==> src/verilog/decode_defines.svh <==
`ifndef DECODE_DEFINES_SVH
`define DECODE_DEFINES_SVH

// Instruction and program counter width
`define XLEN 32

// Register file index width
`define REG_ADDR_W 5

// Major opcodes of the RV32I subset in use
`define OPC_OP      7'b0110011
`define OPC_OP_IMM  7'b0010011
`define OPC_LUI     7'b0110111
`define OPC_AUIPC   7'b0010111
`define OPC_JAL     7'b1101111
`define OPC_JALR    7'b1100111
`define OPC_BRANCH  7'b1100011
`define OPC_LOAD    7'b0000011
`define OPC_STORE   7'b0100011

// Plain integer operation
`define F7_BASE     7'b0000000

// SUB and SRA/SRAI variant
`define F7_ALT      7'b0100000

// M extension group under OP
`define F7_MULDIV   7'b0000001

`endif

==> src/verilog/decode_pkg.sv <==
`include "decode_defines.svh"

package decode_pkg;

    // Instruction word or program counter
    typedef logic [`XLEN-1:0] word_t;

    // Register file index
    typedef logic [`REG_ADDR_W-1:0] reg_addr_t;

    // Commands from execute, passed back to fetch
    typedef enum logic [1:0] {
        CMD_NONE   = 2'd0,
        CMD_KILL   = 2'd1,
        CMD_FLUSH  = 2'd2,
        CMD_BRANCH = 2'd3
    } pipeline_cmd_t;

    // Instruction class seen by execute
    typedef enum logic [2:0] {
        TYPE_NOP, TYPE_ALU, TYPE_MULDIV, TYPE_JUMP,
        TYPE_BRANCH, TYPE_LOAD, TYPE_STORE
    } instr_type_t;

    typedef enum logic [3:0] {
        ALU_ADD, ALU_SUB, ALU_SLT, ALU_SLTU, ALU_SLL,
        ALU_SRL, ALU_SRA, ALU_XOR, ALU_OR, ALU_AND
    } alu_sel_t;

    // Order follows funct3 of the M extension
    typedef enum logic [2:0] {
        MD_MUL, MD_MULH, MD_MULHSU, MD_MULHU,
        MD_DIV, MD_DIVU, MD_REM, MD_REMU
    } muldiv_sel_t;

    // First ALU operand
    typedef enum logic {IN0_RS1, IN0_PC} in0_sel_t;

    // Second ALU operand from rs2 or one of the immediate formats
    typedef enum logic [2:0] {
        IN1_RS2, IN1_SIMM12, IN1_IMM_UPPER,
        IN1_JAL_OFFSET, IN1_BRANCH_OFFSET, IN1_STORE_IMM
    } in1_sel_t;

    // Source of the destination register value
    typedef enum logic [1:0] {RD_ALU, RD_MULDIV, RD_LUI, RD_MEMORY} rd_sel_t;

    // Shift amount from rs2 or from the immediate field
    typedef enum logic {SHAMT_RS2, SHAMT_IMM} shamt_sel_t;

    // Stage occupancy
    typedef enum logic {STATE_EMPTY, STATE_FULL} stage_state_t;

endpackage

==> src/verilog/decode_classify.sv <==
`include "decode_defines.svh"

module decode_classify (
    input  decode_pkg::word_t       instr,
    output decode_pkg::instr_type_t instr_type,
    output decode_pkg::alu_sel_t    alu_sel,
    output decode_pkg::muldiv_sel_t muldiv_sel,
    output decode_pkg::in0_sel_t    in0_sel,
    output decode_pkg::in1_sel_t    in1_sel,
    output decode_pkg::rd_sel_t     rd_sel,
    output decode_pkg::shamt_sel_t  shamt_sel,
    output logic                    illegal,
    output logic                    uses_rs1,
    output logic                    uses_rs2
);
    import decode_pkg::*;

    // Instruction fields
    logic [6:0] opcode;
    logic [2:0] funct3;
    logic [6:0] funct7;
    logic       alt;
    alu_sel_t   f3_alu;

    assign opcode = instr[6:0];
    assign funct3 = instr[14:12];
    assign funct7 = instr[31:25];
    assign alt    = (funct7 == `F7_ALT);

    // ALU operation from funct3
    // SUB only exists in register form
    // ADDI ignores bit 30
    always_comb begin
        case (funct3)
            3'b000:  f3_alu = (opcode == `OPC_OP && alt) ? ALU_SUB : ALU_ADD;
            3'b001:  f3_alu = ALU_SLL;
            3'b010:  f3_alu = ALU_SLT;
            3'b011:  f3_alu = ALU_SLTU;
            3'b100:  f3_alu = ALU_XOR;
            3'b101:  f3_alu = alt ? ALU_SRA : ALU_SRL;
            3'b110:  f3_alu = ALU_OR;
            default: f3_alu = ALU_AND;
        endcase
    end

    always_comb begin
        // Defaults that an illegal word also leaves behind
        instr_type = TYPE_NOP;
        alu_sel    = ALU_ADD;
        muldiv_sel = MD_MUL;
        in0_sel    = IN0_RS1;
        in1_sel    = IN1_RS2;
        rd_sel     = RD_ALU;
        shamt_sel  = SHAMT_RS2;
        illegal    = 1'b0;
        uses_rs1   = 1'b0;
        uses_rs2   = 1'b0;

        case (opcode)
            `OPC_OP: begin
                if (funct7 == `F7_MULDIV) begin
                    instr_type = TYPE_MULDIV;
                    // funct3 maps straight onto the enum order
                    muldiv_sel = muldiv_sel_t'(funct3);
                    rd_sel     = RD_MULDIV;
                    uses_rs1   = 1'b1;
                    uses_rs2   = 1'b1;
                end else if (funct7 == `F7_BASE ||
                             (alt && (funct3 == 3'b000 || funct3 == 3'b101))) begin
                    instr_type = TYPE_ALU;
                    alu_sel    = f3_alu;
                    uses_rs1   = 1'b1;
                    uses_rs2   = 1'b1;
                end else begin
                    illegal = 1'b1;
                end
            end
            `OPC_OP_IMM: begin
                // Shift immediates constrain the upper bits
                if ((funct3 == 3'b001 && funct7 != `F7_BASE) ||
                    (funct3 == 3'b101 && funct7 != `F7_BASE && !alt)) begin
                    illegal = 1'b1;
                end else begin
                    instr_type = TYPE_ALU;
                    alu_sel    = f3_alu;
                    in1_sel    = IN1_SIMM12;
                    shamt_sel  = SHAMT_IMM;
                    uses_rs1   = 1'b1;
                end
            end
            `OPC_LUI: begin
                instr_type = TYPE_ALU;
                rd_sel     = RD_LUI;
            end
            `OPC_AUIPC: begin
                // pc plus upper immediate
                instr_type = TYPE_ALU;
                in0_sel    = IN0_PC;
                in1_sel    = IN1_IMM_UPPER;
            end
            `OPC_JAL: begin
                instr_type = TYPE_JUMP;
                in0_sel    = IN0_PC;
                in1_sel    = IN1_JAL_OFFSET;
            end
            `OPC_JALR: begin
                if (funct3 == 3'b000) begin
                    instr_type = TYPE_JUMP;
                    in1_sel    = IN1_SIMM12;
                    uses_rs1   = 1'b1;
                end else begin
                    illegal = 1'b1;
                end
            end
            `OPC_BRANCH: begin
                // Target is pc plus offset and execute does the compare
                instr_type = TYPE_BRANCH;
                in0_sel    = IN0_PC;
                in1_sel    = IN1_BRANCH_OFFSET;
                uses_rs1   = 1'b1;
                uses_rs2   = 1'b1;
            end
            `OPC_LOAD: begin
                instr_type = TYPE_LOAD;
                in1_sel    = IN1_SIMM12;
                rd_sel     = RD_MEMORY;
                uses_rs1   = 1'b1;
            end
            `OPC_STORE: begin
                // Only SB, SH and SW exist
                if (!funct3[2]) begin
                    instr_type = TYPE_STORE;
                    in1_sel    = IN1_STORE_IMM;
                    uses_rs1   = 1'b1;
                    uses_rs2   = 1'b1;
                end else begin
                    illegal = 1'b1;
                end
            end
            // SYSTEM, FENCE, AMO and everything unknown
            default: begin
                illegal = 1'b1;
            end
        endcase
    end

endmodule

==> src/verilog/decode_ctrl.sv <==
module decode_ctrl (
    input  logic                      clk,
    input  logic                      rst_n,
    input  logic                      f2d_instr_valid,
    input  decode_pkg::reg_addr_t     rs1_addr,
    input  decode_pkg::reg_addr_t     rs2_addr,
    input  logic                      uses_rs1,
    input  logic                      uses_rs2,
    input  logic                      e2d_ready,
    input  decode_pkg::pipeline_cmd_t e2d_cmd,
    input  logic                      e2d_rd_write,
    input  decode_pkg::reg_addr_t     e2d_rd_waddr,
    output logic                      load,
    output logic                      d2e_instr_valid,
    output logic                      d2f_ready,
    output logic                      rs1_read,
    output logic                      rs2_read
);
    import decode_pkg::*;

    stage_state_t state;
    stage_state_t state_nxt;
    logic         cmd_active;
    logic         rs1_stale;
    logic         rs2_stale;

    assign cmd_active = (e2d_cmd != CMD_NONE);

    // Source about to be overwritten by execute
    assign rs1_stale = uses_rs1 && e2d_rd_write && (rs1_addr == e2d_rd_waddr);
    assign rs2_stale = uses_rs2 && e2d_rd_write && (rs2_addr == e2d_rd_waddr);

    // Take a new instruction when the slot is free or being drained this cycle
    assign load = f2d_instr_valid && !cmd_active && !rs1_stale && !rs2_stale &&
                  (state == STATE_EMPTY || e2d_ready);

    // A command also consumes whatever fetch presents
    assign d2f_ready = load || cmd_active;

    // Register file reads only for sources actually used
    assign rs1_read = load && uses_rs1;
    assign rs2_read = load && uses_rs2;

    assign d2e_instr_valid = (state == STATE_FULL);

    always_comb begin
        if (load) begin
            state_nxt = STATE_FULL;
        end else if (e2d_ready || cmd_active) begin
            // Drained by execute or emptied by a command
            state_nxt = STATE_EMPTY;
        end else begin
            state_nxt = state;
        end
    end

    always_ff @(posedge clk) begin
        if (!rst_n) begin
            state <= STATE_EMPTY;
        end else begin
            state <= state_nxt;
        end
    end

    // No register reads while execute holds the stage
    assert property (@(posedge clk) disable iff (!rst_n)
        (state == STATE_FULL && !e2d_ready) |-> (!rs1_read && !rs2_read));

    // Never read a register execute is about to write
    assert property (@(posedge clk) disable iff (!rst_n)
        (uses_rs1 && e2d_rd_write && rs1_addr == e2d_rd_waddr) |-> !rs1_read);

endmodule

==> src/verilog/decode_stage_reg.sv <==
module decode_stage_reg (
    input  logic                    clk,
    input  logic                    rst_n,
    input  logic                    load,
    input  decode_pkg::word_t       instr,
    input  decode_pkg::word_t       pc,
    input  decode_pkg::instr_type_t instr_type,
    input  decode_pkg::alu_sel_t    alu_sel,
    input  decode_pkg::muldiv_sel_t muldiv_sel,
    input  decode_pkg::in0_sel_t    in0_sel,
    input  decode_pkg::in1_sel_t    in1_sel,
    input  decode_pkg::rd_sel_t     rd_sel,
    input  decode_pkg::shamt_sel_t  shamt_sel,
    input  logic                    illegal,
    output decode_pkg::word_t       d2e_instr,
    output decode_pkg::word_t       d2e_pc,
    output decode_pkg::instr_type_t d2e_instr_type,
    output decode_pkg::alu_sel_t    d2e_alu_sel,
    output decode_pkg::muldiv_sel_t d2e_muldiv_sel,
    output decode_pkg::in0_sel_t    d2e_in0_sel,
    output decode_pkg::in1_sel_t    d2e_in1_sel,
    output decode_pkg::rd_sel_t     d2e_rd_sel,
    output decode_pkg::shamt_sel_t  d2e_shamt_sel,
    output logic                    d2e_instr_illegal
);
    import decode_pkg::*;

    always_ff @(posedge clk) begin
        if (!rst_n) begin
            // Same values the classifier gives by default
            d2e_instr         <= '0;
            d2e_pc            <= '0;
            d2e_instr_type    <= TYPE_NOP;
            d2e_alu_sel       <= ALU_ADD;
            d2e_muldiv_sel    <= MD_MUL;
            d2e_in0_sel       <= IN0_RS1;
            d2e_in1_sel       <= IN1_RS2;
            d2e_rd_sel        <= RD_ALU;
            d2e_shamt_sel     <= SHAMT_RS2;
            d2e_instr_illegal <= 1'b0;
        end else if (load) begin
            // Raw word and pc travel along for immediates and link address
            d2e_instr         <= instr;
            d2e_pc            <= pc;
            d2e_instr_type    <= instr_type;
            d2e_alu_sel       <= alu_sel;
            d2e_muldiv_sel    <= muldiv_sel;
            d2e_in0_sel       <= in0_sel;
            d2e_in1_sel       <= in1_sel;
            d2e_rd_sel        <= rd_sel;
            d2e_shamt_sel     <= shamt_sel;
            d2e_instr_illegal <= illegal;
        end
    end

    // Execute sees a steady control word between loads
    assert property (@(posedge clk) disable iff (!rst_n)
        !load |=> $stable({d2e_instr, d2e_pc, d2e_instr_type, d2e_alu_sel,
                           d2e_muldiv_sel, d2e_in0_sel, d2e_in1_sel, d2e_rd_sel,
                           d2e_shamt_sel, d2e_instr_illegal}));

endmodule

==> src/verilog/decode_top.sv <==
`include "decode_defines.svh"

module decode_top (
    input  logic                      clk,
    input  logic                      rst_n,
    input  logic                      f2d_instr_valid,
    input  decode_pkg::word_t         f2d_instr,
    input  decode_pkg::word_t         f2d_pc,
    input  logic                      e2d_ready,
    input  decode_pkg::pipeline_cmd_t e2d_cmd,
    input  decode_pkg::word_t         e2d_jump_target,
    input  logic                      e2d_rd_write,
    input  decode_pkg::reg_addr_t     e2d_rd_waddr,
    output logic                      d2f_ready,
    output decode_pkg::pipeline_cmd_t d2f_cmd,
    output decode_pkg::word_t         d2f_jump_target,
    output logic                      d2e_instr_valid,
    output decode_pkg::word_t         d2e_instr,
    output decode_pkg::word_t         d2e_pc,
    output decode_pkg::instr_type_t   d2e_instr_type,
    output decode_pkg::alu_sel_t      d2e_alu_sel,
    output decode_pkg::muldiv_sel_t   d2e_muldiv_sel,
    output decode_pkg::in0_sel_t      d2e_in0_sel,
    output decode_pkg::in1_sel_t      d2e_in1_sel,
    output decode_pkg::rd_sel_t       d2e_rd_sel,
    output decode_pkg::shamt_sel_t    d2e_shamt_sel,
    output logic                      d2e_instr_illegal,
    output logic                      rs1_read,
    output decode_pkg::reg_addr_t     rs1_addr,
    output logic                      rs2_read,
    output decode_pkg::reg_addr_t     rs2_addr
);
    import decode_pkg::*;

    // Combinational decode of the word presented by fetch
    instr_type_t instr_type;
    alu_sel_t    alu_sel;
    muldiv_sel_t muldiv_sel;
    in0_sel_t    in0_sel;
    in1_sel_t    in1_sel;
    rd_sel_t     rd_sel;
    shamt_sel_t  shamt_sel;
    logic        illegal;
    logic        uses_rs1;
    logic        uses_rs2;
    logic        load;

    // Source fields, regardless of format
    assign rs1_addr = f2d_instr[15 +: `REG_ADDR_W];
    assign rs2_addr = f2d_instr[20 +: `REG_ADDR_W];

    // Commands from execute go straight back to fetch
    assign d2f_cmd         = e2d_cmd;
    assign d2f_jump_target = e2d_jump_target;

    decode_classify u_classify (
        .instr(f2d_instr), .instr_type(instr_type), .alu_sel(alu_sel),
        .muldiv_sel(muldiv_sel), .in0_sel(in0_sel), .in1_sel(in1_sel),
        .rd_sel(rd_sel), .shamt_sel(shamt_sel), .illegal(illegal),
        .uses_rs1(uses_rs1), .uses_rs2(uses_rs2)
    );

    decode_ctrl u_ctrl (
        .clk(clk), .rst_n(rst_n), .f2d_instr_valid(f2d_instr_valid),
        .rs1_addr(rs1_addr), .rs2_addr(rs2_addr),
        .uses_rs1(uses_rs1), .uses_rs2(uses_rs2),
        .e2d_ready(e2d_ready), .e2d_cmd(e2d_cmd),
        .e2d_rd_write(e2d_rd_write), .e2d_rd_waddr(e2d_rd_waddr),
        .load(load), .d2e_instr_valid(d2e_instr_valid), .d2f_ready(d2f_ready),
        .rs1_read(rs1_read), .rs2_read(rs2_read)
    );

    decode_stage_reg u_stage_reg (
        .clk(clk), .rst_n(rst_n), .load(load),
        .instr(f2d_instr), .pc(f2d_pc), .instr_type(instr_type),
        .alu_sel(alu_sel), .muldiv_sel(muldiv_sel), .in0_sel(in0_sel),
        .in1_sel(in1_sel), .rd_sel(rd_sel), .shamt_sel(shamt_sel), .illegal(illegal),
        .d2e_instr(d2e_instr), .d2e_pc(d2e_pc), .d2e_instr_type(d2e_instr_type),
        .d2e_alu_sel(d2e_alu_sel), .d2e_muldiv_sel(d2e_muldiv_sel),
        .d2e_in0_sel(d2e_in0_sel), .d2e_in1_sel(d2e_in1_sel),
        .d2e_rd_sel(d2e_rd_sel), .d2e_shamt_sel(d2e_shamt_sel),
        .d2e_instr_illegal(d2e_instr_illegal)
    );

endmodule

==> config.mk <==
export PLATFORM = sky130hd
export DESIGN_NAME = decode_top
export DESIGN_NICKNAME = d
export VERILOG_FILES = /design/src/verilog/decode_pkg.sv /design/src/verilog/decode_classify.sv /design/src/verilog/decode_ctrl.sv /design/src/verilog/decode_stage_reg.sv /design/src/verilog/decode_top.sv
export VERILOG_INCLUDE_DIRS = /design/src /design/src/verilog
export SDC_FILE = /design/constraint.sdc
export NUM_CORES = 1
export LEC_CHECK = 0
export ABC_AREA = 1
export BUFFER_PORTS_ARGS = -buffer_cell sky130_fd_sc_hd__buf_4
export CORE_MARGIN = 5
export CORE_UTILIZATION = 41
export DETAILED_ROUTE_END_ITERATION = 8
export PLACE_DENSITY = 0.77
export SYNTH_ARGS = -nofsm -noshare
export SYNTH_HDL_FRONTEND = slang
export SYNTH_SLANG_ARGS = --single-unit
==> constraint.sdc <==
create_clock -name clk -period 1.7 [get_ports clk]
set_clock_uncertainty 0.1 [all_clocks]
set_input_delay 0.085 -clock clk [delete_from_list [all_inputs] [get_ports clk]]
set_output_delay 0.085 -clock clk [all_outputs]
set_load 0.005 [all_outputs]
# Word level (Yosys, flattened, before mapping)
# Cells that the tools add are included.
# totals
reg_bits,83
in_bits,108
output_inout_bits,130
wordCells,102
# op_classes
eq_ne,19
n_mux,37
bitwise_logic,1
n_reduce_logical,34
# ops
op,count
"equality test 7 x 6 -> 1 bit, second input constant",4
one-hot mux 4 bit (7 select lines),1
one-hot mux 3 bit (8 select lines),1
"equality test 7 bit, second input constant",3
one-hot mux 3 bit (7 select lines),1
two-way mux 1 bit,19
logical AND 1 bit,15
two-way mux 3 bit,5
"equality test 7 x 5 -> 1 bit, second input constant",2
two-way mux 4 bit,3
equality test 5 bit,2
one-hot mux 1 bit (5 select lines),2
"equality test 3 bit, second input constant",3
one-hot mux 4 bit (2 select lines),1
"equality test 7 x 1 -> 1 bit, second input constant",1
"equality test 7 x 2 -> 1 bit, second input constant",1
logical NOT 7 bit,1
nonzero test 7 bit,1
"equality test 3 x 2 -> 1 bit, second input constant",2
logical OR 1 bit,6
one-hot mux 2 bit (3 select lines),1
OR reduction 5 bit,1
logical NOT 1 bit,4
two-way mux 2 bit,2
7 further kinds,9

# Logic depth before layout (Yosys ltp)
# depth
ltp_word,14
ltp_mapped,16

# By module
# A second synthesis with hierarchy kept.
# unflattened
cells_unflattened,750
area_unflattened_um2,4688.2
# modules_own_cells
module,instances,cells_per_inst,area_each_um2
decode_stage_reg,1,519,3445.8
decode_classify,1,118,615.6
decode_top,1,44,330.3
decode_ctrl,1,69,296.5

# Least setup slack after synthesis
# Ideal clock, no wire load.
# synth_path
path_type,input port to flip-flop
startpoint,input f2d_instr[29]
endpoint,register u_stage_reg.d2e_alu_sel[0]
arrival_time_ns,1.427
required_ns,1.485
slack_ns,0.058
stages,14
path_cell_list,nor2_2 > nand2_1 > nor2_2 > nand2_1 > nand2_1 > nand2_1 > nand4_1 > nand2_1 > nand2_1 > nand2_2 > buf_6 > buf_4 > a21oi_1 > nor2_1
# synth_between
elab_chain_len,12
# synth_rtl
item,line_no,rtl
start: declaration,decode_top.sv:7,"input decode_pkg::word_t f2d_instr,"
equality test 7 x 6 -> 1 bit (no line) / nonzero test 7 bit (equally long branches),--,
logical AND 1 bit (tied with other cells),decode_classify.sv:69,(alt && (funct3 == 3'b000 || funct3 == 3'b101))) begin
logical OR 1 bit / logical AND 1 bit (equally long branches),"decode_classify.sv:68, decode_classify.sv:81",
two-way mux 1 bit / logical OR 1 bit (equally long branches),"decode_classify.sv:68, decode_classify.sv:80",
"two-way mux 1 bit, on equally long branches","decode_classify.sv:61, decode_classify.sv:80",
one-hot mux 1 bit (5 select lines),decode_classify.sv:59,case (opcode)
logical AND 1 bit (2 in a row),decode_ctrl.sv:30,assign rs1_stale = uses_rs1 && e2d_rd_write && (rs1_addr == e2d_rd_waddr);
logical NOT 1 bit,decode_ctrl.sv:34,assign load = f2d_instr_valid && !cmd_active && !rs1_stale && !rs2_stale &&
logical AND 1 bit (3 in a row),decode_ctrl.sv:34,
end signal: assignment,decode_stage_reg.sv:46,d2e_alu_sel <= alu_sel;
end: declaration,decode_stage_reg.sv:18,"output decode_pkg::alu_sel_t d2e_alu_sel,"
# Parallel ways exist; a longest one is shown, timed or not.
# A chain may end at the register's enable or synchronous reset.

# Final worst setup path
# layout_path
startpoint,input f2d_instr[31]
endpoint,output rs2_read
# layout_between
elab_chain_len,13
# layout_rtl
item,line_no,rtl
equality test 7 x 6 -> 1 bit (no line) / nonzero test 7 bit (equally long branches),--,
logical AND 1 bit (tied with other cells),decode_classify.sv:69,
logical OR 1 bit / logical AND 1 bit (equally long branches),"decode_classify.sv:68, decode_classify.sv:81",
two-way mux 1 bit / logical OR 1 bit (equally long branches),"decode_classify.sv:68, decode_classify.sv:80",
"two-way mux 1 bit, on equally long branches","decode_classify.sv:61, decode_classify.sv:80",
one-hot mux 1 bit (5 select lines),decode_classify.sv:59,
logical AND 1 bit (2 in a row),decode_ctrl.sv:30,
logical NOT 1 bit,decode_ctrl.sv:34,
logical AND 1 bit (3 in a row),decode_ctrl.sv:34,
logical AND 1 bit (*),decode_ctrl.sv:42,assign rs2_read = load && uses_rs2;
end: declaration,decode_top.sv:30,"output logic rs2_read,"
# Every way passes the cells marked *; elsewhere a longest branch is shown, timed or not.

==> impl_metrics.py <==
metrics = {
    "clock_tree": {
        "cts_buffers": 9,
        "ctsRootBufferMaster": "clkbuf_8",
        "cts_sinks": 83,
        "cts_tree": "done",
        "cts.reportedPaths.clkPinSlew_ns": 0.09,
        "clkLatencyLatePin_ns": 0.33,
        "cts_buffer_depth": 2,
        "htreeDepth": 3,
    },
    "routing": {
        "top_layer": "met4",
        "drc": 0,
        "route.met2.wl_mm": 7.47,
        "post_drt_via_cell_ratio": 5.11,
        "wl_met1_mm": 5.68,
        "drtIter0Drc": 435,
        "drtAntennaViolNets": 0,
        "drt_first_pass_iters": 7,
        "wirelength_mm": 14.5,
        "routedWlPerCell_um": 15.6,
        "wl_met3_um": 998,
        "vias": 4755,
    },
    "power": {
        "seqPwrFrac": 0.464,
        "pwr-share-comb": 0.192,
        "total_power_mw": 4.43,
        "powerDensity_mw_per_mm2": 656,
        "clock_power_share": 0.344,
        "internal-power_mw": 3.32,
        "swShare": 0.251,
        "power.leakage_nw": 2.93,
        "net-switching-power_mw": 1.11,
        "peakVddDrop_mv": 0.421,
    },
    "floorplan": {
        "die_y_um": 114,
        "start_util": 0.423,
        "coreArea_mm2": 0.0104,
        "die_area_mm2": 0.0129,
        "die_width_um": 114,
        "io_pins": 238,
        "rows": 37,
    },
    "global_route": {
        "grt-ovfl-total": 0,
        "grt_usage": 0.211,
        "grt_pass1_wl_mm": 22.6,
        "grt_max_degree": 47,
        "antenna_found_initial": 0,
        "grt_pass1_vias": 4680,
    },
    "synthesis": {
        "ys_types": 31,
        "synth_seq_cells": 83,
        "synth_warnings": 0,
        "synth_fp_nets": 671,
        "syn-cell-area_mm2": 0.00441,
        "syn_avg_cell_area_um2": 7.83,
        "syn_inst": 563,
        "seq_area_frac_synth": 0.377,
    },
    "worst_setup_path": {
        "crit_path_cell_trace": "buf_8 > nor2_4 > nand2_2 > nor2_4 > nand2_2 > nand3_2 > nand2_2 > nand4_1 > nand2_1 > nand2_2 > nand2_4 > nand2_8 > buf_12 > a21oi_2 > buf_4",
        "cp-endpoint": "rs2_read",
        "cp-startpoint": "f2d_instr[31]",
        "crit-reg2reg-launch": "u_ctrl.d2e_instr_valid$_SDFFE_PN0P_",
        "r2r_slack_ns": 0.13,
        "critPathBufInv": 3,
        "endpoint_kind": "primary output",
        "crit_type": "input port to primary output",
        "critPathTopFamily": "simple AND/OR/NAND/NOR gates",
        "arrival_ns": 1.56,
        "critPathSlowestCell": "nor2_4",
        "cpPeakStageDelay_ns": 0.16,
        "critical_path.most_common_cell": "nand2_2",
        "r2r_end": "u_stage_reg.d2e_pc[5]$_SDFFE_PN0P_",
        "critPathRequiredTime_ns": 1.51,
        "cp_max_fo": 5,
        "worst_r2r_path_depth": 8,
        "cp-start-kind": "input port",
        "crit_cells": 15,
    },
    "place": {
        "dp_hpwl_mm": 9.71,
        "gp_congestion": 0.965,
        "numPortBuffers": 173,
    },
    "outcome": {
        "violations": "negative setup slack",
        "outcome": "finished with violations",
    },
    "sta": {
        "slew_headroom": 0.622,
        "finalHoldViolations": 0,
        "post-route-worst-setup-slack_ns": -0.0451,
        "tightestPinTransition_ns": 0.567,
        "setup-violations-final": 13,
        "rsz0062_at_grt": "true",
        "clock.fmax_mhz": 573,
        "fin_crit_sh": 1.03,
        "period_minus_slack_ns": 1.75,
        "slew_viol_final": 0,
    },
    "final_layout": {
        "num_antenna_cells": 0,
        "layout-drive-gt1-share": 0.471,
        "syn2layout_area_growth_pct": 53.1,
        "post-route-util": 0.648,
        "layout.nets": 897,
    },
    "hold_path": {
        "min-delay-start": "f2d_instr[25]",
        "min_path_type": "input port to flip-flop",
    },
    "job": {
        "maxCapViolCount": 0,
    },
}
-- routing by layer --
layer	vias up	GRT usage
met5	-	0
met4	0	0.0705
met3	45	0.0408
met2	215	0.381
met1	2229	0.248
li1	2266	-
-- flip-flops by register name, summed over array words and instances, names as in the netlist --
name and count:
u_ctrl.d2e_instr_valid 1, u_stage_reg.d2e_alu_sel 4, u_stage_reg.d2e_in0_sel 1, u_stage_reg.d2e_in1_sel 3, u_stage_reg.d2e_instr 32, u_stage_reg.d2e_instr_illegal 1, u_stage_reg.d2e_instr_type 3, u_stage_reg.d2e_muldiv_sel 3
u_stage_reg.d2e_pc 32, u_stage_reg.d2e_rd_sel 2, u_stage_reg.d2e_shamt_sel 1
-- cells by family after synthesis --
| family | Yosys count | synth area share |
|---|---|---|
| AND/OR/NAND/NOR | 277 | 0.304 |
| flip-flops | 83 | 0.377 |
| buffers and inverters | 106 | 0.164 |
| AO/OA/AOI/OAI | 89 | 0.139 |
| XOR/XNOR | 8 | 0.0159 |
-- how the worst min path moves through the flow --
stage	end	slack (ns)	cells after the start
final	u_stage_reg.d2e_instr[25]$_SDFFE_PN0P_	0.03	4
after global routing	u_stage_reg.d2e_instr[25]$_SDFFE_PN0P_	0.002	4
after CTS	u_stage_reg.d2e_instr[15]$_SDFFE_PN0P_	0.04	4
after detailed placement	d2f_jump_target[16]	0.07	0
after global placement	d2f_jump_target[16]	0.07	0
after floorplan	u_stage_reg.d2e_in1_sel[0]$_SDFFE_PN0P_	0.11	2
-- power by group through the flow --
stage | clock network [mW] | logic [mW] | registers, mW
6_report | 1.53 | 0.850 | 2.05
3_3_place_gp | 0 | 0.680 | 2.10
4_1_cts | 1.57 | 0.820 | 2.05
5_1_grt | 1.67 | 0.916 | 2.06
3_5_place_dp | 0 | 0.694 | 2.10
2_1_floorplan | 0 | 0.375 | 2.10
-- stage by stage --
step / instances / area, um2 / hold WS (ns) / setup WS, ns / setup TNS (ns)
6_report: 930 / 6750 / 0.0281 / -0.0451 / -0.277
5_1_grt: 930 / 6750 / 0.00159 / -0.150 / -2.50
3_3_place_gp: 846 / 5740 / 0.0700 / -0.218 / -13.57
2_1_floorplan: 563 / 4410 / 0.106 / 0.0577 / 0
4_1_cts: 926 / 6640 / 0.0359 / 0.00205 / 0
3_5_place_dp: 846 / 5740 / 0.0700 / -0.333 / -20.73
-- synthesized netlist by cell type --
| cell | count | share of area |
|---|---|---|
| a22oi_1 | 1 | 0.0017 |
| o22ai_1 | 1 | 0.0014 |
| xnor2_1 | 3 | 0.0060 |
| clkbuf_1 | 18 | 0.015 |
| buf_12 | 5 | 0.023 |
| a21oi_2 | 41 | 0.081 |
| o2111ai_1 | 1 | 0.0020 |
| dfxtp_1 | 83 | 0.38 |
| nor2_2 | 5 | 0.0071 |
| nor2_4 | 2 | 0.0051 |
| nor2_1 | 39 | 0.033 |
| nand2_2 | 44 | 0.062 |
| nand4_1 | 2 | 0.0028 |
| nor4_1 | 4 | 0.0057 |
| a21oi_1 | 41 | 0.047 |
| o211ai_1 | 1 | 0.0017 |
| a221oi_1 | 1 | 0.0020 |
| nand3_2 | 1 | 0.0023 |
| inv_2 | 7 | 0.0060 |
| xor2_1 | 5 | 0.0099 |
| nor3_2 | 1 | 0.0023 |
| nor3_1 | 8 | 0.0091 |
| buf_2 | 3 | 0.0034 |
| o21ai_0 | 2 | 0.0023 |
| nand2_4 | 1 | 0.0026 |
| nand3_1 | 91 | 0.10 |
| buf_4 | 46 | 0.078 |
| inv_1 | 18 | 0.015 |
| or2_2 | 1 | 0.0014 |
| buf_6 | 9 | 0.023 |
| nand2_1 | 78 | 0.066 |
-- cell type report --
class                      count  area (um2)
multi-input combinational    374        2120
fill                         848        3670
tap                          136         170
sequential                    83        1660
clock buffer                  12         135
clock inverter                 4        75.1
inverter                      25        95.1
timing repair buffer         296        2480
-- worst register-to-register path, stage by stage, from the launching register on --
cell and delay (ns):
dfxtp_1 0.31, inv_1 0.04, nor2_1 0.06, nor2_4 0.25, nand2_8 0.10, buf_4 0.18, bufbuf_16 0.29, nand2_2 0.06
a21oi_2 0.04
-- layout by cell type, fill, tap and decap left out, drive strengths merged, types with 9 or more instances in the layout --
cell and n:
buf 240, nand2 123, nand3 92, dfxtp 83, a21oi 82, dlygate4sd3 55
nor2 46, inv 24, clkbuf 12, nor3 9
-- what timing repair did --
| action | CTS | global route |
|---|---|---|
| cloned | 1 | 0 |
| resized for setup | 15 | 20 |
| pin swaps | 8 | 12 |
| setup buffers | 8 | 4 |
| hold buffers | 55 | 0 |
| hold endpoints to repair | 66 | 0 |
| setup endpoints to repair | 3 | 73 |
No activity file was read; power rests on OpenSTA's default activity.
